**src/verilog/l1_cache_pkg.sv**
```systemverilog
////////////////////
// Shared geometry and encodings of the L1 cache.
// Line addresses are 32 bits: offset 5..0, set 10..6, tag 31..11.
// Only the load opcode toward the L2 is implemented.
////////////////////

`default_nettype none

package l1_cache_pkg;

	// Four ways of 32 sets of 64-byte lines
	localparam int NUM_WAYS = 4;
	localparam int NUM_STRANDS = 4;
	localparam int SET_WIDTH = 5;
	localparam int NUM_SETS = 32;
	localparam int TAG_WIDTH = 21;
	localparam int LINE_WIDTH = 512;

	// Index widths derived from the counts above
	localparam int WAY_WIDTH = $clog2(NUM_WAYS);
	localparam int STRAND_WIDTH = $clog2(NUM_STRANDS);

	// The L2 is addressed by line, so tag and set together
	localparam int L2_ADDR_WIDTH = TAG_WIDTH + SET_WIDTH;

	// Request opcodes on the L2 port, which is 3 bits wide
	typedef enum logic [2:0] {
		L2_OP_LOAD = 3'd0
	} l2_op_t;

	// Life of one per-strand miss entry
	typedef enum logic [1:0] {
		MQ_IDLE,
		MQ_WAIT_ISSUE,
		MQ_WAIT_RESP
	} mq_state_t;

endpackage

`default_nettype wire
```
**src/verilog/miss_req_if.sv**
```systemverilog
////////////////////
// Miss request from the cache core and fill back from the miss queue.
// req is a one-cycle strobe; fill_* are valid while fill_valid is high.
////////////////////

`timescale 1ns/1ps
`default_nettype none

interface miss_req_if;

	// Core to queue
	logic                                   req;
	logic [l1_cache_pkg::STRAND_WIDTH-1:0]  req_strand;
	logic [l1_cache_pkg::TAG_WIDTH-1:0]     req_tag;
	logic [l1_cache_pkg::SET_WIDTH-1:0]     req_set;
	logic [l1_cache_pkg::WAY_WIDTH-1:0]     req_way;

	// Queue to core, one-hot strand mask included
	logic                                   fill_valid;
	logic [l1_cache_pkg::WAY_WIDTH-1:0]     fill_way;
	logic [l1_cache_pkg::TAG_WIDTH-1:0]     fill_tag;
	logic [l1_cache_pkg::SET_WIDTH-1:0]     fill_set;
	logic [l1_cache_pkg::NUM_STRANDS-1:0]   fill_strands;

	modport core (output req, req_strand, req_tag, req_set, req_way,
		input fill_valid, fill_way, fill_tag, fill_set, fill_strands);
	modport queue (input req, req_strand, req_tag, req_set, req_way,
		output fill_valid, fill_way, fill_tag, fill_set, fill_strands);

endinterface

`default_nettype wire

```
**src/verilog/load_miss_queue.sv**
```systemverilog
////////////////////
// One miss entry per strand; a strand never has two misses in flight.
// One request sits on the L2 port at a time, picked round-robin.
// A response is taken only after its request was acked.
////////////////////

`timescale 1ns/1ps
`default_nettype none

module load_miss_queue #(
	parameter logic [1:0] UNIT_ID = 2'd0
) (
	input  wire logic                                   clk,
	input  wire logic                                   rst_i,
	miss_req_if.queue                                   mq,
	output logic                                        pci_valid_o,
	input  wire logic                                   pci_ack_i,
	output logic [1:0]                                  pci_unit_o,
	output logic [l1_cache_pkg::STRAND_WIDTH-1:0]       pci_strand_o,
	output l1_cache_pkg::l2_op_t                        pci_op_o,
	output logic [l1_cache_pkg::WAY_WIDTH-1:0]          pci_way_o,
	output logic [l1_cache_pkg::L2_ADDR_WIDTH-1:0]      pci_address_o,
	input  wire logic                                   cpi_valid_i,
	input  wire logic [1:0]                             cpi_unit_i,
	input  wire logic [l1_cache_pkg::STRAND_WIDTH-1:0]  cpi_strand_i,
	input  wire logic [l1_cache_pkg::WAY_WIDTH-1:0]     cpi_way_i
);

	l1_cache_pkg::mq_state_t            entry_state [l1_cache_pkg::NUM_STRANDS];
	logic [l1_cache_pkg::TAG_WIDTH-1:0] entry_tag [l1_cache_pkg::NUM_STRANDS];
	logic [l1_cache_pkg::SET_WIDTH-1:0] entry_set [l1_cache_pkg::NUM_STRANDS];
	logic [l1_cache_pkg::WAY_WIDTH-1:0] entry_way [l1_cache_pkg::NUM_STRANDS];
	logic                               issue_active;
	logic [l1_cache_pkg::STRAND_WIDTH-1:0] issue_strand;
	logic [l1_cache_pkg::STRAND_WIDTH-1:0] pick_strand;
	logic                               pick_found;
	logic                               resp_match;

	// Search from the strand after the last one issued, wrapping round
	always_comb
	begin
		logic [l1_cache_pkg::STRAND_WIDTH-1:0] cand;
		pick_found = 1'b0;
		pick_strand = '0;
		for (int i = 1; i <= l1_cache_pkg::NUM_STRANDS; i++)
		begin
			cand = issue_strand + i[l1_cache_pkg::STRAND_WIDTH-1:0];
			if (!pick_found && entry_state[cand] == l1_cache_pkg::MQ_WAIT_ISSUE)
			begin
				pick_found = 1'b1;
				pick_strand = cand;
			end
		end
	end

	// The L2 echoes the way it was asked to fill
	assign resp_match = cpi_valid_i && cpi_unit_i == UNIT_ID
		&& entry_state[cpi_strand_i] == l1_cache_pkg::MQ_WAIT_RESP
		&& cpi_way_i == entry_way[cpi_strand_i];

	always_ff @(posedge clk)
	begin
		if (rst_i)
		begin
			issue_active <= 1'b0;
			issue_strand <= '0;
			for (int s = 0; s < l1_cache_pkg::NUM_STRANDS; s++)
				entry_state[s] <= l1_cache_pkg::MQ_IDLE;
		end
		else
		begin
			if (mq.req)
				entry_state[mq.req_strand] <= l1_cache_pkg::MQ_WAIT_ISSUE;
			// Request holds on the port until acked, then the next can start
			if (issue_active && pci_ack_i)
			begin
				issue_active <= 1'b0;
				entry_state[issue_strand] <= l1_cache_pkg::MQ_WAIT_RESP;
			end
			else if (!issue_active && pick_found)
			begin
				issue_active <= 1'b1;
				issue_strand <= pick_strand;
			end
			if (resp_match)
				entry_state[cpi_strand_i] <= l1_cache_pkg::MQ_IDLE;
		end
	end

	always_ff @(posedge clk)
	begin
		if (mq.req)
		begin
			entry_tag[mq.req_strand] <= mq.req_tag;
			entry_set[mq.req_strand] <= mq.req_set;
			entry_way[mq.req_strand] <= mq.req_way;
		end
	end

	assign pci_valid_o = issue_active;
	assign pci_unit_o = UNIT_ID;
	assign pci_strand_o = issue_strand;
	assign pci_op_o = l1_cache_pkg::L2_OP_LOAD;
	assign pci_way_o = entry_way[issue_strand];
	assign pci_address_o = {entry_tag[issue_strand], entry_set[issue_strand]};

	// Fill info comes from the entry, visible in the response cycle itself
	assign mq.fill_valid = resp_match;
	assign mq.fill_way = entry_way[cpi_strand_i];
	assign mq.fill_tag = entry_tag[cpi_strand_i];
	assign mq.fill_set = entry_set[cpi_strand_i];
	assign mq.fill_strands = resp_match ? l1_cache_pkg::NUM_STRANDS'(1) << cpi_strand_i : '0;

endmodule

`default_nettype wire

```
**src/flat_wrapper.sv**
```systemverilog
// flat-port wrapper written by rule: the top's interface ports become plain ports
module load_miss_queue_flat 
#(
	parameter logic [1:0] UNIT_ID = 2'd0
)
  (clk, rst_i, pci_valid_o, pci_ack_i, pci_unit_o, pci_strand_o, pci_op_o, pci_way_o, pci_address_o, cpi_valid_i, cpi_unit_i, cpi_strand_i, cpi_way_i, mq_req, mq_req_strand, mq_req_tag, mq_req_set, mq_req_way, mq_fill_valid, mq_fill_way, mq_fill_tag, mq_fill_set, mq_fill_strands);
  miss_req_if mq_i ();
  input  wire logic clk;
  input  wire logic rst_i;
  output logic pci_valid_o;
  input  wire logic pci_ack_i;
  output logic [1:0] pci_unit_o;
  output logic [l1_cache_pkg::STRAND_WIDTH-1:0] pci_strand_o;
  output l1_cache_pkg::l2_op_t pci_op_o;
  output logic [l1_cache_pkg::WAY_WIDTH-1:0] pci_way_o;
  output logic [l1_cache_pkg::L2_ADDR_WIDTH-1:0] pci_address_o;
  input  wire logic cpi_valid_i;
  input  wire logic [1:0] cpi_unit_i;
  input  wire logic [l1_cache_pkg::STRAND_WIDTH-1:0] cpi_strand_i;
  input  wire logic [l1_cache_pkg::WAY_WIDTH-1:0] cpi_way_i;
  input wire logic [$bits(mq_i.req)-1:0] mq_req;
  input wire logic [$bits(mq_i.req_strand)-1:0] mq_req_strand;
  input wire logic [$bits(mq_i.req_tag)-1:0] mq_req_tag;
  input wire logic [$bits(mq_i.req_set)-1:0] mq_req_set;
  input wire logic [$bits(mq_i.req_way)-1:0] mq_req_way;
  output wire logic [$bits(mq_i.fill_valid)-1:0] mq_fill_valid;
  output wire logic [$bits(mq_i.fill_way)-1:0] mq_fill_way;
  output wire logic [$bits(mq_i.fill_tag)-1:0] mq_fill_tag;
  output wire logic [$bits(mq_i.fill_set)-1:0] mq_fill_set;
  output wire logic [$bits(mq_i.fill_strands)-1:0] mq_fill_strands;
  assign mq_i.req = mq_req;
  assign mq_i.req_strand = mq_req_strand;
  assign mq_i.req_tag = mq_req_tag;
  assign mq_i.req_set = mq_req_set;
  assign mq_i.req_way = mq_req_way;
  assign mq_fill_valid = mq_i.fill_valid;
  assign mq_fill_way = mq_i.fill_way;
  assign mq_fill_tag = mq_i.fill_tag;
  assign mq_fill_set = mq_i.fill_set;
  assign mq_fill_strands = mq_i.fill_strands;
  load_miss_queue #(.UNIT_ID(UNIT_ID)) u_core (.clk(clk), .rst_i(rst_i), .mq(mq_i), .pci_valid_o(pci_valid_o), .pci_ack_i(pci_ack_i), .pci_unit_o(pci_unit_o), .pci_strand_o(pci_strand_o), .pci_op_o(pci_op_o), .pci_way_o(pci_way_o), .pci_address_o(pci_address_o), .cpi_valid_i(cpi_valid_i), .cpi_unit_i(cpi_unit_i), .cpi_strand_i(cpi_strand_i), .cpi_way_i(cpi_way_i));
endmodule
```
**config.mk**
```make
export PLATFORM = sky130hd
export DESIGN_NAME = load_miss_queue_flat
export DESIGN_NICKNAME = d
export VERILOG_FILES = /design/src/verilog/l1_cache_pkg.sv /design/src/verilog/miss_req_if.sv /design/src/verilog/load_miss_queue.sv /design/src/flat_wrapper.sv
export SDC_FILE = /design/constraint.sdc
export NUM_CORES = 1
export LEC_CHECK = 0
export ABC_AREA = 1
export BUFFER_PORTS_ARGS = -buffer_cell sky130_fd_sc_hd__buf_2
export CORE_UTILIZATION = 30
export DETAILED_ROUTE_END_ITERATION = 7
export GPL_TIMING_DRIVEN = 1
export PLACE_DENSITY = 0.5
export SYNTH_ARGS = -nofsm -noshare
export SYNTH_HDL_FRONTEND = slang
export SYNTH_SLANG_ARGS = --single-unit
```
**constraint.sdc**
```tcl
create_clock -name clk -period 8.65 [get_ports clk]
set_clock_uncertainty 0.05 [all_clocks]
set_input_delay 1.2975 -clock clk [delete_from_list [all_inputs] [get_ports clk]]
set_output_delay 1.2975 -clock clk [all_outputs]
set_load 0.03 [all_outputs]
```
; After elaboration in Yosys (flattened, before gate mapping)
; Memories as Yosys holds them, arrays and structs flattened. A register that Yosys moved wholly into a read port is not among the register bits.
; Index checks and enable logic that the tools add are counted.
[classes]
add_sub_neg = 3
n_mul = 0
n_div = 0
n_lt_le_gt_ge = 0
eq_ne = 6
shifts = 1
muxes = 37
bitwise_logic = 2
reduce_logical = 18
[ops]
columns = op, count
row1 = $mux 2, 17
row2 = $mux 1, 19
row3 = $eq 2x1->1 const B, 4
row4 = $logic_and 1x1->1, 8
row5 = $reduce_or 2->1, 4
row6 = $add 2x2->2 const B, 2
row7 = $logic_not 1->1, 4
row8 = $mux 4, 1
row9 = $shl 1x2->4 const A, 1
row10 = $reduce_and 3->1, 1
row11 = $add 2x1->2 const B, 1
row12 = $eq 2x2->1, 1
row13 = $eq 2x2->1 const B, 1
row14 = $logic_not 2->1, 1
row15 = $not 1->1, 2
[totals]
regBits = 3
latch_bits = 0
ram_bits = 120
mem_bits_ro = 0
in_bits = 41
out_inout_bits = 69
elab_cells = 73
memories = 4
[mem_list]
columns = name, words, word_bits, read_ports, rd_clocked_by_memory_dff, write_ports, line_no
row1 = u_core.entry_tag, 4, 21, 2, 1, 1, load_miss_queue.sv:30  ; logic [l1_cache_pkg::TAG_WIDTH-1:0] entry_tag [l1_cache_pkg::NUM_STRANDS];
row2 = u_core.entry_set, 4, 5, 2, 1, 1, load_miss_queue.sv:31  ; logic [l1_cache_pkg::SET_WIDTH-1:0] entry_set [l1_cache_pkg::NUM_STRANDS];
row3 = u_core.entry_state, 4, 2, 5, 1, 4, load_miss_queue.sv:29  ; l1_cache_pkg::mq_state_t entry_state [l1_cache_pkg::NUM_STRANDS];
row4 = u_core.entry_way, 4, 2, 2, 1, 1, load_miss_queue.sv:32  ; logic [l1_cache_pkg::WAY_WIDTH-1:0] entry_way [l1_cache_pkg::NUM_STRANDS];

; Logic depth before layout (Yosys ltp)
; Gate-level depths: netlist (run 1).
; An unclocked memory read counts as a cell.
[logic_depth]
word_depth = 17
ltp_mapped = 12
ltp_nobuf = 11

; Worst setup path before layout (run 1)
; Ideal clock, no wire load.
[synth_path]
path_type = in2reg
start = in mq_req_strand[0]
end = mem u_core.entry_state[0][0] in the netlist's numbering
setup_ns = 0.056
t_arrival_ns = 4.008
required_time_ns = 8.544
setup_slack_ns = 4.536
path_stages = 5
n_path_buf = 0
cell_sequence = nor3b_1 o21ai_0 nor2_1 o21ai_2 inv_1
[synth_lines]
columns = item, line_no
row1 = from (decl), flat_wrapper.sv:22  ; input wire logic [$bits(mq_i.req_strand)-1:0] mq_req_strand;
row2 = to (decl), load_miss_queue.sv:29

; Worst setup path after layout (run 1)
[layout_path]
start = in cpi_strand_i[0] in the netlist's numbering
end = out mq_fill_strands[1]
[layout_between]
elab_chain_len = 5
word_cells_on_any_way = 8
cone_classes = 2 x eq/ne / 1 x shift / 1 x mux / 2 x reduce/logical / 2 x memory
[layout_lines]
columns = item, line_no
row1 = from (decl), flat_wrapper.sv:19  ; input wire logic [l1_cache_pkg::STRAND_WIDTH-1:0] cpi_strand_i;
row2 = $mem_v2 4x2, -
row3 = $eq 2x2->1, load_miss_queue.sv:58  ; && entry_state[cpi_strand_i] == l1_cache_pkg::MQ_WAIT_RESP
row4 = $logic_and 1x1->1, load_miss_queue.sv:58
row5 = $logic_and 1x1->1, load_miss_queue.sv:59  ; && cpi_way_i == entry_way[cpi_strand_i];
row6 = $mux 4 *, load_miss_queue.sv:112  ; assign mq.fill_strands = resp_match ? l1_cache_pkg::NUM_STRANDS'(1) << cpi_strand_i : '0;
row7 = to (decl), flat_wrapper.sv:30  ; output wire logic [$bits(mq_i.fill_strands)-1:0] mq_fill_strands;
; Every way passes the cells marked *; elsewhere a longest branch is shown, timed or not.

==> flow_summary.html, run 1 <==
<table>
<tr><th>Metric</th><th>Value</th></tr>
<tr><th colspan="2">Timing</th></tr>
<tr><td>Hold violation count in the final report</td><td>0</td></tr>
<tr><td>Final period util</td><td>around half</td></tr>
<tr><td>Final Critical Period</td><td>~4200 ps</td></tr>
<tr><td>Max Transition Viols Final</td><td>0</td></tr>
<tr><td>Count of endpoints failing setup in the final report</td><td>0</td></tr>
<tr><td>Transition time at the pin with the least slew margin</td><td>roughly 1100 ps</td></tr>
<tr><td>RSZ-0062 raised after global routing</td><td>false</td></tr>
<tr><td>Timing-limited maximum frequency</td><td>about 240 MHz</td></tr>
<tr><td>Worst slew margin relative to its limit</td><td>a little over a quarter</td></tr>
<tr><td>Total Negative Setup Slacks</td><td>0 ps</td></tr>
<tr><td>Hold slack final</td><td>approximately 560 ps</td></tr>
<tr><td>Crit path setup slack, layout</td><td>about 4400 ps</td></tr>
<tr><th colspan="2">Place</th></tr>
<tr><td>Last weighted congestion value of the routability-driven placer</td><td>~0.83</td></tr>
<tr><td>Total placed cells including tap cells</td><td>roughly 910</td></tr>
<tr><td>Number of buffers added on ports</td><td>between 100 and 150</td></tr>
<tr><td>Worst slack at placement</td><td>4400 ps</td></tr>
<tr><td>Hpwl dp</td><td>about 10 mm</td></tr>
<tr><th colspan="2">Floorplanning</th></tr>
<tr><td>Die ar.</td><td>about 20000 um2</td></tr>
<tr><td>Y dimension of the die</td><td>around 140 um</td></tr>
<tr><td>Die W</td><td>142 um</td></tr>
<tr><td>Cell row count</td><td>50</td></tr>
<tr><td>Starting density of the core</td><td>a little under a third</td></tr>
<tr><td>Core region area</td><td>18900 um2</td></tr>
<tr><td>Count of boundary I/O pins</td><td>110</td></tr>
<tr><th colspan="2">Yosys</th></tr>
<tr><td>Post-synthesis sequential area ratio</td><td>between 60% and 70%</td></tr>
<tr><td>Synth top area share</td><td>57.5%</td></tr>
<tr><td>FF+latch count, synth</td><td>~130</td></tr>
<tr><td>Cell variety after synth</td><td>30</td></tr>
<tr><td>Mapped Area</td><td>a little under 6000 um2</td></tr>
<tr><td>Syn_area_per_cell</td><td>between 10 and 15 um2</td></tr>
<tr><td>Largest cells by area after synthesis</td><td>edfxtp_1 58%, nand2_1 6.1%, a22oi_1 5.8%</td></tr>
<tr><td>Yosys Warn Count</td><td>0</td></tr>
<tr><td>Post-synthesis cell count</td><td>roughly 570</td></tr>
<tr><td>Largest area contributor in the synthesized netlist</td><td>edfxtp_1</td></tr>
<tr><th colspan="2">Min path</th></tr>
<tr><td>Worst min-delay path class</td><td>register to register</td></tr>
<tr><td>Hold Startpoint</td><td>u_core.pci_valid_o</td></tr>
<tr><th colspan="2">Pwr</th></tr>
<tr><td>Switching Share</td><td>37.2%</td></tr>
<tr><td>Total net switching power</td><td>787 uW</td></tr>
<tr><td>Cell internal pwr</td><td>about 1.3 mW</td></tr>
<tr><td>Leakage Power</td><td>between 2 and 3 nW</td></tr>
<tr><td>Portion of total power attributed to combinational logic</td><td>32.0%</td></tr>
<tr><td>Reg power frac</td><td>between 30% and 40%</td></tr>
<tr><td>Clk network pwr share</td><td>33.7%</td></tr>
<tr><td>Pwr/cell area</td><td>roughly 290 nW/um2</td></tr>
<tr><td>Maximum vdd drop</td><td>about 0.15 mV</td></tr>
<tr><th colspan="2">Worst setup path</th></tr>
<tr><td>Data required time of the worst path</td><td>7300 ps</td></tr>
<tr><td>Worst endpoint data arrival time</td><td>around 2900 ps</td></tr>
<tr><td>Start-to-end type of the worst setup path</td><td>primary input to primary output</td></tr>
<tr><td>Largest driver fanout on the critical path</td><td>29</td></tr>
<tr><td>Type of element capturing the critical path</td><td>primary output</td></tr>
<tr><td>Kind of launch point of the worst setup path</td><td>primary input</td></tr>
<tr><td>Start point of the critical path</td><td>cpi_strand_i[0]</td></tr>
<tr><th colspan="2">Clock tree</th></tr>
<tr><td>Count of H-tree levels built during CTS</td><td>4</td></tr>
<tr><td>Setup repair bufs after CTS</td><td>0</td></tr>
<tr><td>Post-CTS sizing</td><td>0</td></tr>
<tr><td>Clock tree buffer depth</td><td>2</td></tr>
<tr><td>Clock insertion delay at the later pin of the skew report</td><td>slightly above 400 ps</td></tr>
<tr><td>TritonCTS buffer count</td><td>17</td></tr>
<tr><td>Sink count of the clock tree</td><td>about 130</td></tr>
<tr><td>Hold-fix buffer count after cts</td><td>0</td></tr>
<tr><td>Root buffer cell</td><td>clkbuf_16</td></tr>
<tr><td>Clock transition at the register clock pins on the worst setup and hold paths after CTS</td><td>roughly 50 ps</td></tr>
<tr><td>CTS tree</td><td>built</td></tr>
<tr><th colspan="2">Finish</th></tr>
<tr><td>Leading cell types in the layout, fill and taps excluded</td><td>112 x edfxtp_1, 104 x buf_2, 95 x nand2_1</td></tr>
<tr><td>Sequential cell area in the final layout</td><td>between 3000 and 4000 um2</td></tr>
<tr><td>Area growth from synthesis to final layout</td><td>23.1%</td></tr>
<tr><td>Net total in the final layout</td><td>roughly 710</td></tr>
<tr><td>Ant diodes</td><td>0</td></tr>
<tr><td>Fillers</td><td>1875</td></tr>
<tr><td>Multi-input logic area</td><td>~2000 um2</td></tr>
<tr><td>Non-filler cells, final</td><td>between 900 and 1000</td></tr>
<tr><td>Most frequent standard cell in the layout excluding fill and tap cells</td><td>edfxtp_1</td></tr>
<tr><td>Fraction of layout instances using a drive strength above 1</td><td>25.0%</td></tr>
<tr><th colspan="2">Routing</th></tr>
<tr><td>Wire length per cell</td><td>between 15 and 20 um</td></tr>
<tr><td>Starting DRT DRC Count</td><td>roughly 370</td></tr>
<tr><td>Vias</td><td>about 4700</td></tr>
<tr><td>DRC violation count after routing</td><td>0</td></tr>
<tr><td>Routed wire length</td><td>between 15 and 20 mm</td></tr>
<tr><td>Number of detailed-route iterations in the first pass</td><td>5</td></tr>
<tr><td>Number of routed nets with antenna violations</td><td>0</td></tr>
<tr><td>Per-cell via count in the routed design</td><td>approximately 5</td></tr>
<tr><th colspan="2">Global routing</th></tr>
<tr><td>Global-route wire length before repair</td><td>between 20 and 30 mm</td></tr>
<tr><td>GRT overflow</td><td>0</td></tr>
<tr><td>Number of antenna violations at the first check in global routing</td><td>1</td></tr>
<tr><td>Largest net degree at the start of global routing</td><td>60</td></tr>
<tr><td>Number of global-route vias before repair</td><td>around 4800</td></tr>
<tr><td>GRT Resource Usage Total</td><td>17.5%</td></tr>
<tr><th colspan="2">Run status</th></tr>
<tr><td>Outcome</td><td>finished clean</td></tr>
<tr><th colspan="2">Flow run</th></tr>
<tr><td>Max-capacitance violation count</td><td>0</td></tr>
</table>
[flip-flops by register name (all words and copies together), names as in the netlist, named ones only]
name	count
u_core.entry_tag	84
u_core.entry_set	20
u_core.entry_way	8
u_core.pci_strand_o	2
u_core.entry_state	8
u_core.pci_valid_o	1
[Yosys cell counts (all sizes together)]
master and count:
dfxtp 13, nor2 86, clkbuf 16, edfxtp 112, o21ai 67, nor3b 1, o22ai 29, nand4 4
clkinv 1, nor3 1, nand3b 1, ha 4, nand2 105, conb 1, inv 28, nand3 27
o31ai 4, buf 21, a22oi 45, a21oi 1
[routing by layer]
layer,GRT usage [%],vias to the layer above,share of wire (%)
met3,4.72,28,6.7
met1,21.2,2282,43
met5,0,-,0.077
li1,-,2226,-
met2,29.6,178,49
met4,6.85,2,1.8
[power groups by stage]
stage	clock, mW	sequential, mW	combinational (mW)
after floorplan	0	0.741	0.470
after detailed placement	0	0.739	0.678
after global placement	0	0.738	0.669
final	0.713	0.727	0.677
after CTS	0.726	0.726	0.682
after global routing	0.750	0.733	0.742
[layout make-up]
cell class | instances | share of cell area [%]
Timing Repair Buffer | 111 | 7.97
Clock buffer | 18 | 5.97
Clock inverter | 14 | 2.37
Multi-Input combinational cell | 380 | 27.2
Tap cell | 260 | 4.52
Sequential cell | 125 | 50.4
Inverter | 29 | 1.62
[logic make-up (layout without fill, tap and decap cells)]
family                     Yosys count  count (layout)  share of synthesized area [%]
DFF                                125             125                           62.0
adders and majority gates            4               4                          0.856
AOI/OAI and AO/OA                  146             146                           15.5
other                                1               5                         0.0642
buffers and inverters               66             172                           5.22
and+or+nand+nor                    225             225                           16.4
[stage by stage]
step	total power [mW]	cell area (um2)	util (%)
6_report	2.12	7190	38.1
5_1_grt	2.22	7190	38.1
4_1_cts	2.14	7190	38.1
3_5_place_dp	1.42	6590	34.9
3_3_place_gp	1.41	6590	34.9
2_1_floorplan	1.21	5860	-
[path summary, 6_finish.rpt]
kind	depth (start not counted)	slack, ps	end
worst max-delay path	12	4420	mq_fill_strands[1]
worst min-delay path	4	560	u_core.pci_valid_o
worst min register to register	4	560	u_core.pci_valid_o
worst max register to register	7	6370	u_core.pci_valid_o
[critical path, cell delays in order]
cell     delay [ps]
buf_2           190
inv_8           100
nor2_2           40
buf_4           260
nand2_1         110
nand2_1          60
nor2_2          120
nand2_2          90
nor2_8          150
nand2_4         110
nor2_1          130
buf_2           210
Note: power is estimated with default switching activity, not from simulation.
==> inputs of run 2 (changes only) <==
clock period = 4 ns   (was 8.65 ns; I/O delays follow)
==> run 2 against run 1 <==
- first-iteration DRC count increased by 13%
- critical path depth decreased by 8
- final cell count increased by 0.21%
- combinational power increased by 120%
- critical endpoint is now pci_address_o[25]
==> flow_summary.html, run 2 (synthesized netlist as in run 1, its figures left out) <==
<table>
<tr><th>Metric</th><th>Value</th></tr>
<tr><th colspan="2">Run status</th></tr>
<tr><td>Outcome</td><td>finished clean</td></tr>
<tr><th colspan="2">Clock tree</th></tr>
<tr><td>Clock transition at the register clock pins on the worst setup and hold paths after CTS</td><td>60 ps (about the same)</td></tr>
<tr><td>Clock insertion delay at the later pin of the skew report</td><td>420 ps (about the same)</td></tr>
<tr><td>Root buffer cell</td><td>clkbuf_16</td></tr>
<tr><td>Setup repair bufs after CTS</td><td>0 (unchanged)</td></tr>
<tr><td>TritonCTS buffer count</td><td>17 (unchanged)</td></tr>
<tr><td>Sink count of the clock tree</td><td>125 (unchanged)</td></tr>
<tr><td>Post-CTS sizing</td><td>0 (unchanged)</td></tr>
<tr><td>Count of H-tree levels built during CTS</td><td>4 (unchanged)</td></tr>
<tr><td>Hold-fix buffer count after cts</td><td>0 (unchanged)</td></tr>
<tr><td>Clock tree buffer depth</td><td>2 (unchanged)</td></tr>
<tr><td>CTS tree</td><td>built</td></tr>
<tr><th colspan="2">Pwr</th></tr>
<tr><td>Pwr/cell area</td><td>638 nW/um2 (+120%)</td></tr>
<tr><td>Switching Share</td><td>36.4% (-0.74 points)</td></tr>
<tr><td>Maximum vdd drop</td><td>0.389 mV (+160%)</td></tr>
<tr><td>Clk network pwr share</td><td>33.8% (about the same)</td></tr>
<tr><td>Leakage Power</td><td>2.86 nW (+0.69%)</td></tr>
<tr><td>Reg power frac</td><td>34.3% (about the same)</td></tr>
<tr><td>Total net switching power</td><td>1.68 mW (+110%)</td></tr>
<tr><td>Portion of total power attributed to combinational logic</td><td>32.0% (about the same)</td></tr>
<tr><td>Cell internal pwr</td><td>2.92 mW (+120%)</td></tr>
<tr><td>Overall Power</td><td>4.60 mW (+120%)</td></tr>
<tr><th colspan="2">Floorplanning</th></tr>
<tr><td>Y dimension of the die</td><td>142 um (unchanged)</td></tr>
<tr><td>Core region area</td><td>18900 um2 (unchanged)</td></tr>
<tr><td>Cell row count</td><td>50 (unchanged)</td></tr>
<tr><td>Die ar.</td><td>20000 um2 (unchanged)</td></tr>
<tr><td>Die W</td><td>142 um (unchanged)</td></tr>
<tr><td>Starting density of the core</td><td>30.9% (unchanged)</td></tr>
<tr><td>Count of boundary I/O pins</td><td>110 (unchanged)</td></tr>
<tr><th colspan="2">Timing</th></tr>
<tr><td>Final period util</td><td>between 70% and 80%</td></tr>
<tr><td>Transition time at the pin with the least slew margin</td><td>1130 ps (+32.0 ps)</td></tr>
<tr><td>Max Transition Viols Final</td><td>0 (unchanged)</td></tr>
<tr><td>Total Negative Setup Slacks</td><td>0 ps (unchanged)</td></tr>
<tr><td>Hold violation count in the final report</td><td>0 (unchanged)</td></tr>
<tr><td>Worst slew margin relative to its limit</td><td>24.6% (-2.1 points)</td></tr>
<tr><td>Timing-limited maximum frequency</td><td>between 300 and 400 MHz</td></tr>
<tr><td>RSZ-0062 raised after global routing</td><td>false</td></tr>
<tr><td>Count of endpoints failing setup in the final report</td><td>0 (unchanged)</td></tr>
<tr><td>Final Critical Period</td><td>2920 ps</td></tr>
<tr><th colspan="2">Finish</th></tr>
<tr><td>Max reg flops</td><td>84 (unchanged)</td></tr>
<tr><td>Ant diodes</td><td>0 (unchanged)</td></tr>
<tr><td>Post-route cell area</td><td>7210 um2 (+0.19%)</td></tr>
<tr><td>Leading cell types in the layout, fill and taps excluded</td><td>112 x edfxtp_1, 104 x buf_2, 95 x nand2_1</td></tr>
<tr><td>Fraction of layout instances using a drive strength above 1</td><td>24.6% (-0.37 points)</td></tr>
<tr><td>Core Util, Final</td><td>38.1% (+0.073 points)</td></tr>
<tr><td>Net total in the final layout</td><td>711 (+0.28%)</td></tr>
<tr><td>Area growth from synthesis to final layout</td><td>23.3%</td></tr>
<tr><td>Fillers</td><td>1899 (+1.3%)</td></tr>
<tr><td>Most flop-heavy register</td><td>u_core.entry_tag</td></tr>
<tr><td>Largest registers ranked by flip-flop count</td><td>u_core.entry_tag (84), u_core.entry_set (20)</td></tr>
<tr><td>Most frequent standard cell in the layout excluding fill and tap cells</td><td>edfxtp_1</td></tr>
<tr><th colspan="2">Worst setup path</th></tr>
<tr><td>Worst endpoint data arrival time</td><td>2270 ps (-610 ps)</td></tr>
<tr><td>Register-to-Register Path Depth</td><td>10 (+3)</td></tr>
<tr><td>Start of the worst register-to-register path</td><td>u_core.pci_strand_o[0]</td></tr>
<tr><td>Worst reg2reg setup slack</td><td>1970 ps (-4400 ps)</td></tr>
<tr><td>Start-to-end type of the worst setup path</td><td>register to primary output</td></tr>
<tr><td>Largest driver fanout on the critical path</td><td>29 (unchanged)</td></tr>
<tr><td>Data required time of the worst path</td><td>3350 ps (-3950 ps)</td></tr>
<tr><td>Type of element capturing the critical path</td><td>primary output</td></tr>
<tr><td>Critical Path Max Stage Delay</td><td>810 ps (+550 ps)</td></tr>
<tr><td>Kind of launch point of the worst setup path</td><td>register</td></tr>
<tr><td>Critical path's slowest cell</td><td>inv_1</td></tr>
<tr><td>Cell breakdown of the critical path</td><td>inv_1 &gt; o21ai_0 &gt; o22ai_1 &gt; buf_2</td></tr>
<tr><th colspan="2">Global routing</th></tr>
<tr><td>Number of antenna violations at the first check in global routing</td><td>1 (unchanged)</td></tr>
<tr><td>GRT Resource Usage Total</td><td>17.4% (-0.11 points)</td></tr>
<tr><td>Number of global-route vias before repair</td><td>4736 (-1.3%)</td></tr>
<tr><td>Global-route wire length before repair</td><td>26.0 mm (+0.10%)</td></tr>
<tr><td>GRT overflow</td><td>0 (unchanged)</td></tr>
<tr><td>Largest net degree at the start of global routing</td><td>59 (-1.7%)</td></tr>
<tr><th colspan="2">Min path</th></tr>
<tr><td>Hold Startpoint</td><td>mq_req_tag[1]</td></tr>
<tr><td>Hold path depth</td><td>1 (-3)</td></tr>
<tr><td>Capture endpoint of the worst hold path</td><td>u_core.entry_tag[0][1]</td></tr>
<tr><td>Worst min-delay path class</td><td>primary input to register</td></tr>
<tr><th colspan="2">Routing</th></tr>
<tr><td>Number of detailed-route iterations in the first pass</td><td>5 (unchanged)</td></tr>
<tr><td>Per-cell via count in the routed design</td><td>5.02 (-0.26%)</td></tr>
<tr><td>Routed metal-1 wire length</td><td>7.31 mm (+0.77%)</td></tr>
<tr><td>Wire length per cell</td><td>18.0 um (-0.36%)</td></tr>
<tr><td>Highest Signal Layer</td><td>met5</td></tr>
<tr><td>Starting DRT DRC Count</td><td>419 (+13%)</td></tr>
<tr><td>DR WL met2</td><td>8.18 mm (-0.78%)</td></tr>
<tr><td>Vias</td><td>4714 (-0.042%)</td></tr>
<tr><td>DRC violation count after routing</td><td>0 (unchanged)</td></tr>
<tr><td>Number of routed nets with antenna violations</td><td>0 (unchanged)</td></tr>
<tr><td>Routed wire length</td><td>16.9 mm (-0.15%)</td></tr>
<tr><td>Metal3 WL</td><td>1.20 mm (+6.0%)</td></tr>
<tr><th colspan="2">Place</th></tr>
<tr><td>Number of buffers added on ports</td><td>104 (unchanged)</td></tr>
<tr><td>Last weighted congestion value of the routability-driven placer</td><td>0.825 (-0.27%)</td></tr>
<tr><td>Placed standard-cell area</td><td>6610 um2 (+0.23%)</td></tr>
<tr><td>Hpwl dp</td><td>10.3 mm (+2.8%)</td></tr>
<tr><th colspan="2">Flow run</th></tr>
<tr><td>Max-capacitance violation count</td><td>0 (unchanged)</td></tr>
</table>
run 2: cell types whose count changed in the layout (fill, tap and decap cells not counted), sizes merged:
cell and delta:
clkinv -3, clkinvlp -3, inv -1, clkbuf +7, buf +2
run 2: power groups by stage:
stage	Combinational (mW)	Clock [mW]	Sequential [mW]
2_1_floorplan	1.02	0	1.60
3_3_place_gp	1.45	0	1.60
3_5_place_dp	1.47	0	1.60
4_1_cts	1.48	1.57	1.57
5_1_grt	1.60	1.64	1.58
6_report	1.47	1.55	1.58
run 2: per-layer routing:
layer	GRT usage, %	vias up
met5	0	-
met4	6.51	2
met3	4.45	25
met2	29.0	191
met1	21.6	2266
li1	-	2230
run 2: final cells by class:
class	instances	area [um2]	area share (%)
sequential	125	3620	50.3
inverter	29	116	1.61
multi-input combinational	380	1950	27.1
clock inverter	7	113	1.56
timing repair buffer	113	588	8.16
tap	260	325	4.51
clock buffer	25	485	6.74
run 2: worst max-delay path by stage:
stage / to / from / slack, ps
after floorplan: u_core.entry_state[0][0] / mq_req_strand[0] / 580
after global placement: mq_fill_strands[2] / cpi_strand_i[0] / 1370
after detailed placement: mq_fill_tag[15] / cpi_strand_i[0] / 1380
after CTS: pci_address_o[8] / register / 1040
after global routing: pci_address_o[15] / register / 890
final: pci_address_o[25] / register / 1080
run 2: per-stage QoR:
stage,instances,hold WS (ps),worst slack [ps]
detailed placement,907,574,1380
floorplan,571,510,584
finish,939,346,1080
global placement,907,578,1370
global route,939,334,893
CTS,939,334,1040
run 2: critical path, delay by kind of cell (launching register included):
| family | cells | cell delay (ps) |
|---|---|---|
| DFF | 1 | 300 |
| buffers and inverters | 2 | 1070 |
| AOI/OAI and AO/OA | 2 | 470 |
==> inputs of run 3 (changes only) <==
clock period = 2.8 ns   (was 4 ns; I/O delays follow)
==> run 3 against run 2 <==
- worst hold slack got worse by 180 ps
- combinational power up 44%
- first-iteration DRC count is 9.8% lower
- routed wire length up 2.3%
- sequential power is 44% higher
- final cell count increased by 1.3%
- sequential share of layout area down 0.79 points
- die area unchanged
- flip-flop and latch count unchanged
- register-to-register slack worse by 1200 ps
- via count grew 1.4%
- worst setup slack got worse by 730 ps
==> flow_summary.html, run 3 (synthesized netlist as in run 1, its figures left out) <==
<table>
<tr><th>Metric</th><th>Value</th></tr>
<tr><th colspan="2">Run status</th></tr>
<tr><td>Outcome</td><td>finished clean</td></tr>
<tr><th colspan="2">Floorplanning</th></tr>
<tr><td>Core region area</td><td>18900 um2 (unchanged)</td></tr>
<tr><td>Cell row count</td><td>50 (unchanged)</td></tr>
<tr><td>Die W</td><td>142 um (unchanged)</td></tr>
<tr><td>Die ar.</td><td>20000 um2 (unchanged)</td></tr>
<tr><td>Y dimension of the die</td><td>142 um (unchanged)</td></tr>
<tr><td>Starting density of the core</td><td>30.9% (unchanged)</td></tr>
<tr><td>Count of boundary I/O pins</td><td>110 (unchanged)</td></tr>
<tr><th colspan="2">Worst setup path</th></tr>
<tr><td>Start-to-end type of the worst setup path</td><td>register to primary output</td></tr>
<tr><td>Type of element capturing the critical path</td><td>primary output</td></tr>
<tr><td>Cell breakdown of the critical path</td><td>buf_4 &gt; o21ai_0 &gt; o22ai_1 &gt; buf_2</td></tr>
<tr><td>Data required time of the worst path</td><td>2330 ps (-1020 ps)</td></tr>
<tr><td>CP bufs+invs</td><td>2 (unchanged)</td></tr>
<tr><td>Critical Path Max Stage Delay</td><td>520 ps (-290 ps)</td></tr>
<tr><td>Worst reg2reg setup slack</td><td>770 ps (-1200 ps)</td></tr>
<tr><td>Kind of cell adding the most delay to the critical path</td><td>buffers and inverters</td></tr>
<tr><td>Kind of launch point of the worst setup path</td><td>register</td></tr>
<tr><td>Largest driver fanout on the critical path</td><td>58 (+100%)</td></tr>
<tr><td>Worst endpoint data arrival time</td><td>1980 ps (-290 ps)</td></tr>
<tr><td>Start of the worst register-to-register path</td><td>u_core.pci_strand_o[0]</td></tr>
<tr><td>Critical path's slowest cell</td><td>buf_4</td></tr>
<tr><th colspan="2">Global routing</th></tr>
<tr><td>Global-route wire length before repair</td><td>26.4 mm (+1.6%)</td></tr>
<tr><td>GRT Resource Usage Total</td><td>17.6% (+0.26 points)</td></tr>
<tr><td>Number of global-route vias before repair</td><td>4829 (+2.0%)</td></tr>
<tr><td>Largest net degree at the start of global routing</td><td>59 (unchanged)</td></tr>
<tr><td>Number of antenna violations at the first check in global routing</td><td>1 (unchanged)</td></tr>
<tr><td>GRT overflow</td><td>0 (unchanged)</td></tr>
<tr><th colspan="2">Finish</th></tr>
<tr><td>Most frequent standard cell in the layout excluding fill and tap cells</td><td>edfxtp_1</td></tr>
<tr><td>Net total in the final layout</td><td>723 (+1.7%)</td></tr>
<tr><td>Non-filler cells, final</td><td>951 (+1.3%)</td></tr>
<tr><td>Area growth from synthesis to final layout</td><td>25.3%</td></tr>
<tr><td>Largest registers ranked by flip-flop count</td><td>u_core.entry_tag (84), u_core.entry_set (20)</td></tr>
<tr><td>Ant diodes</td><td>0 (unchanged)</td></tr>
<tr><td>Fraction of layout instances using a drive strength above 1</td><td>26.3% (+1.7 points)</td></tr>
<tr><td>Most flop-heavy register</td><td>u_core.entry_tag</td></tr>
<tr><td>Fillers</td><td>1888 (-0.58%)</td></tr>
<tr><td>Leading cell types in the layout, fill and taps excluded</td><td>112 x edfxtp_1, 104 x buf_2, 95 x nand2_1</td></tr>
<tr><td>Core Util, Final</td><td>38.8% (+0.61 points)</td></tr>
<tr><td>Max reg flops</td><td>84 (unchanged)</td></tr>
<tr><th colspan="2">Timing</th></tr>
<tr><td>Transition time at the pin with the least slew margin</td><td>661 ps (-469 ps)</td></tr>
<tr><td>Total Negative Setup Slacks</td><td>0 ps (unchanged)</td></tr>
<tr><td>Count of endpoints failing setup in the final report</td><td>0 (unchanged)</td></tr>
<tr><td>Final period util</td><td>87.6%</td></tr>
<tr><td>Final Critical Period</td><td>between 2000 and 2500 ps</td></tr>
<tr><td>Worst slew margin relative to its limit</td><td>55.9% (+31 points)</td></tr>
<tr><td>Hold violation count in the final report</td><td>0 (unchanged)</td></tr>
<tr><td>Max Transition Viols Final</td><td>0 (unchanged)</td></tr>
<tr><td>Timing-limited maximum frequency</td><td>408 MHz</td></tr>
<tr><td>RSZ-0062 raised after global routing</td><td>false</td></tr>
<tr><th colspan="2">Routing</th></tr>
<tr><td>Number of routed nets with antenna violations</td><td>0 (unchanged)</td></tr>
<tr><td>Routed wire length</td><td>17.3 mm (+2.3%)</td></tr>
<tr><td>Wire length per cell</td><td>18.2 um (+0.98%)</td></tr>
<tr><td>Vias</td><td>4780 (+1.4%)</td></tr>
<tr><td>Number of detailed-route iterations in the first pass</td><td>5 (unchanged)</td></tr>
<tr><td>Starting DRT DRC Count</td><td>378 (-9.8%)</td></tr>
<tr><td>DRC violation count after routing</td><td>0 (unchanged)</td></tr>
<tr><td>Per-cell via count in the routed design</td><td>5.03 (+0.12%)</td></tr>
<tr><th colspan="2">Min path</th></tr>
<tr><td>Hold Startpoint</td><td>mq_req_tag[15]</td></tr>
<tr><td>Worst min-delay path class</td><td>primary input to register</td></tr>
<tr><th colspan="2">Place</th></tr>
<tr><td>Last weighted congestion value of the routability-driven placer</td><td>0.803 (-2.7%)</td></tr>
<tr><td>Hpwl dp</td><td>11.3 mm (+10%)</td></tr>
<tr><td>Number of buffers added on ports</td><td>104 (unchanged)</td></tr>
<tr><td>Total placed cells including tap cells</td><td>919 (+1.3%)</td></tr>
<tr><th colspan="2">Pwr</th></tr>
<tr><td>Cell internal pwr</td><td>4.16 mW (+42%)</td></tr>
<tr><td>Maximum vdd drop</td><td>0.420 mV (+7.9%)</td></tr>
<tr><td>Reg power frac</td><td>34.5% (+0.2 points)</td></tr>
<tr><td>Portion of total power attributed to combinational logic</td><td>32.3% (+0.3 points)</td></tr>
<tr><td>Leakage Power</td><td>2.92 nW (+2.2%)</td></tr>
<tr><td>Clk network pwr share</td><td>33.3% (-0.5 points)</td></tr>
<tr><td>Pwr/cell area</td><td>899 nW/um2 (+41%)</td></tr>
<tr><td>Switching Share</td><td>36.7% (+0.27 points)</td></tr>
<tr><td>Total net switching power</td><td>2.42 mW (+44%)</td></tr>
<tr><th colspan="2">Clock tree</th></tr>
<tr><td>Sink count of the clock tree</td><td>125 (unchanged)</td></tr>
<tr><td>Post-CTS sizing</td><td>0 (unchanged)</td></tr>
<tr><td>TritonCTS buffer count</td><td>17 (unchanged)</td></tr>
<tr><td>Clock tree buffer depth</td><td>2 (unchanged)</td></tr>
<tr><td>Setup repair bufs after CTS</td><td>0 (unchanged)</td></tr>
<tr><td>Hold-fix buffer count after cts</td><td>0 (unchanged)</td></tr>
<tr><td>Count of H-tree levels built during CTS</td><td>4 (unchanged)</td></tr>
<tr><td>CTS tree</td><td>built</td></tr>
<tr><td>Root buffer cell</td><td>clkbuf_16</td></tr>
<tr><td>Clock transition at the register clock pins on the worst setup and hold paths after CTS</td><td>60 ps (about the same)</td></tr>
<tr><td>Clock insertion delay at the later pin of the skew report</td><td>410 ps (about the same)</td></tr>
<tr><th colspan="2">Flow run</th></tr>
<tr><td>Max-capacitance violation count</td><td>0 (unchanged)</td></tr>
</table>
[run 3: cell types whose count changed in the layout (fill, tap and decap cells not counted), moves of 2 or more]
| cell | delta |
|---|---|
| buf_12 | +2 |
| buf_4 | +10 |
| clkbuf_1 | -3 |
| clkbuf_8 | -2 |
| clkinv_2 | +2 |
| clkinvlp_4 | +3 |
[run 3: path summary, 6_finish.rpt]
kind                                            endpoint  depth (start not counted)
worst max-delay path                    pci_address_o[4]                          4
worst min-delay path             u_core.entry_tag[1][15]                          1
worst max register to register    u_core.pci_strand_o[0]                          8
worst min register to register  u_core.entry_state[0][1]                          4
[run 3: worst register-to-register path, stage by stage (launching register included)]
cell and delay, ps:
dfxtp_1 620, inv_2 170, ha_1 390, inv_1 120, nand2_1 60, nand2_1 110, nand3_2 110, a21oi_1 210
nor2_1 70
[run 3: layout make-up]
cell class	instances	area (um2)	share of cell area [%]
Clock inverter	12	145	1.98
Timing Repair Buffer	125	703	9.60
Sequential cell	125	3620	49.5
Inverter	29	116	1.59
Multi-Input combinational cell	380	1960	26.8
Clock buffer	20	447	6.10
Tap cell	260	325	4.44
[run 3: through the flow]
step,power (mW),hold WS [ps],area (um2),setup WS (ps)
6_report,6.58,169,7320,347
5_1_grt,6.90,164,7320,238
4_1_cts,6.63,154,7320,348
3_5_place_dp,4.44,573,6730,579
3_3_place_gp,4.39,563,6730,599
2_1_floorplan,3.74,469,5870,543
[run 3: power groups by stage]
| stage | clock (mW) | sequential (mW) | combinational [mW] |
|---|---|---|---|
| 3_5_place_dp | 0 | 2.30 | 2.13 |
| 4_1_cts | 2.23 | 2.27 | 2.14 |
| 5_1_grt | 2.31 | 2.28 | 2.32 |
| 2_1_floorplan | 0 | 2.29 | 1.45 |
| 3_3_place_gp | 0 | 2.30 | 2.10 |
| 6_report | 2.19 | 2.27 | 2.12 |
[run 3: per-layer routing]
metal / GRT usage [%] / part of all wire [%] / up-vias
li1: - / - / 2249
met1: 21.7 / 43 / 2329
met2: 29.9 / 49 / 177
met3: 4.83 / 6.5 / 23
met4: 5.60 / 1.3 / 2
met5: 0 / 0.069 / -
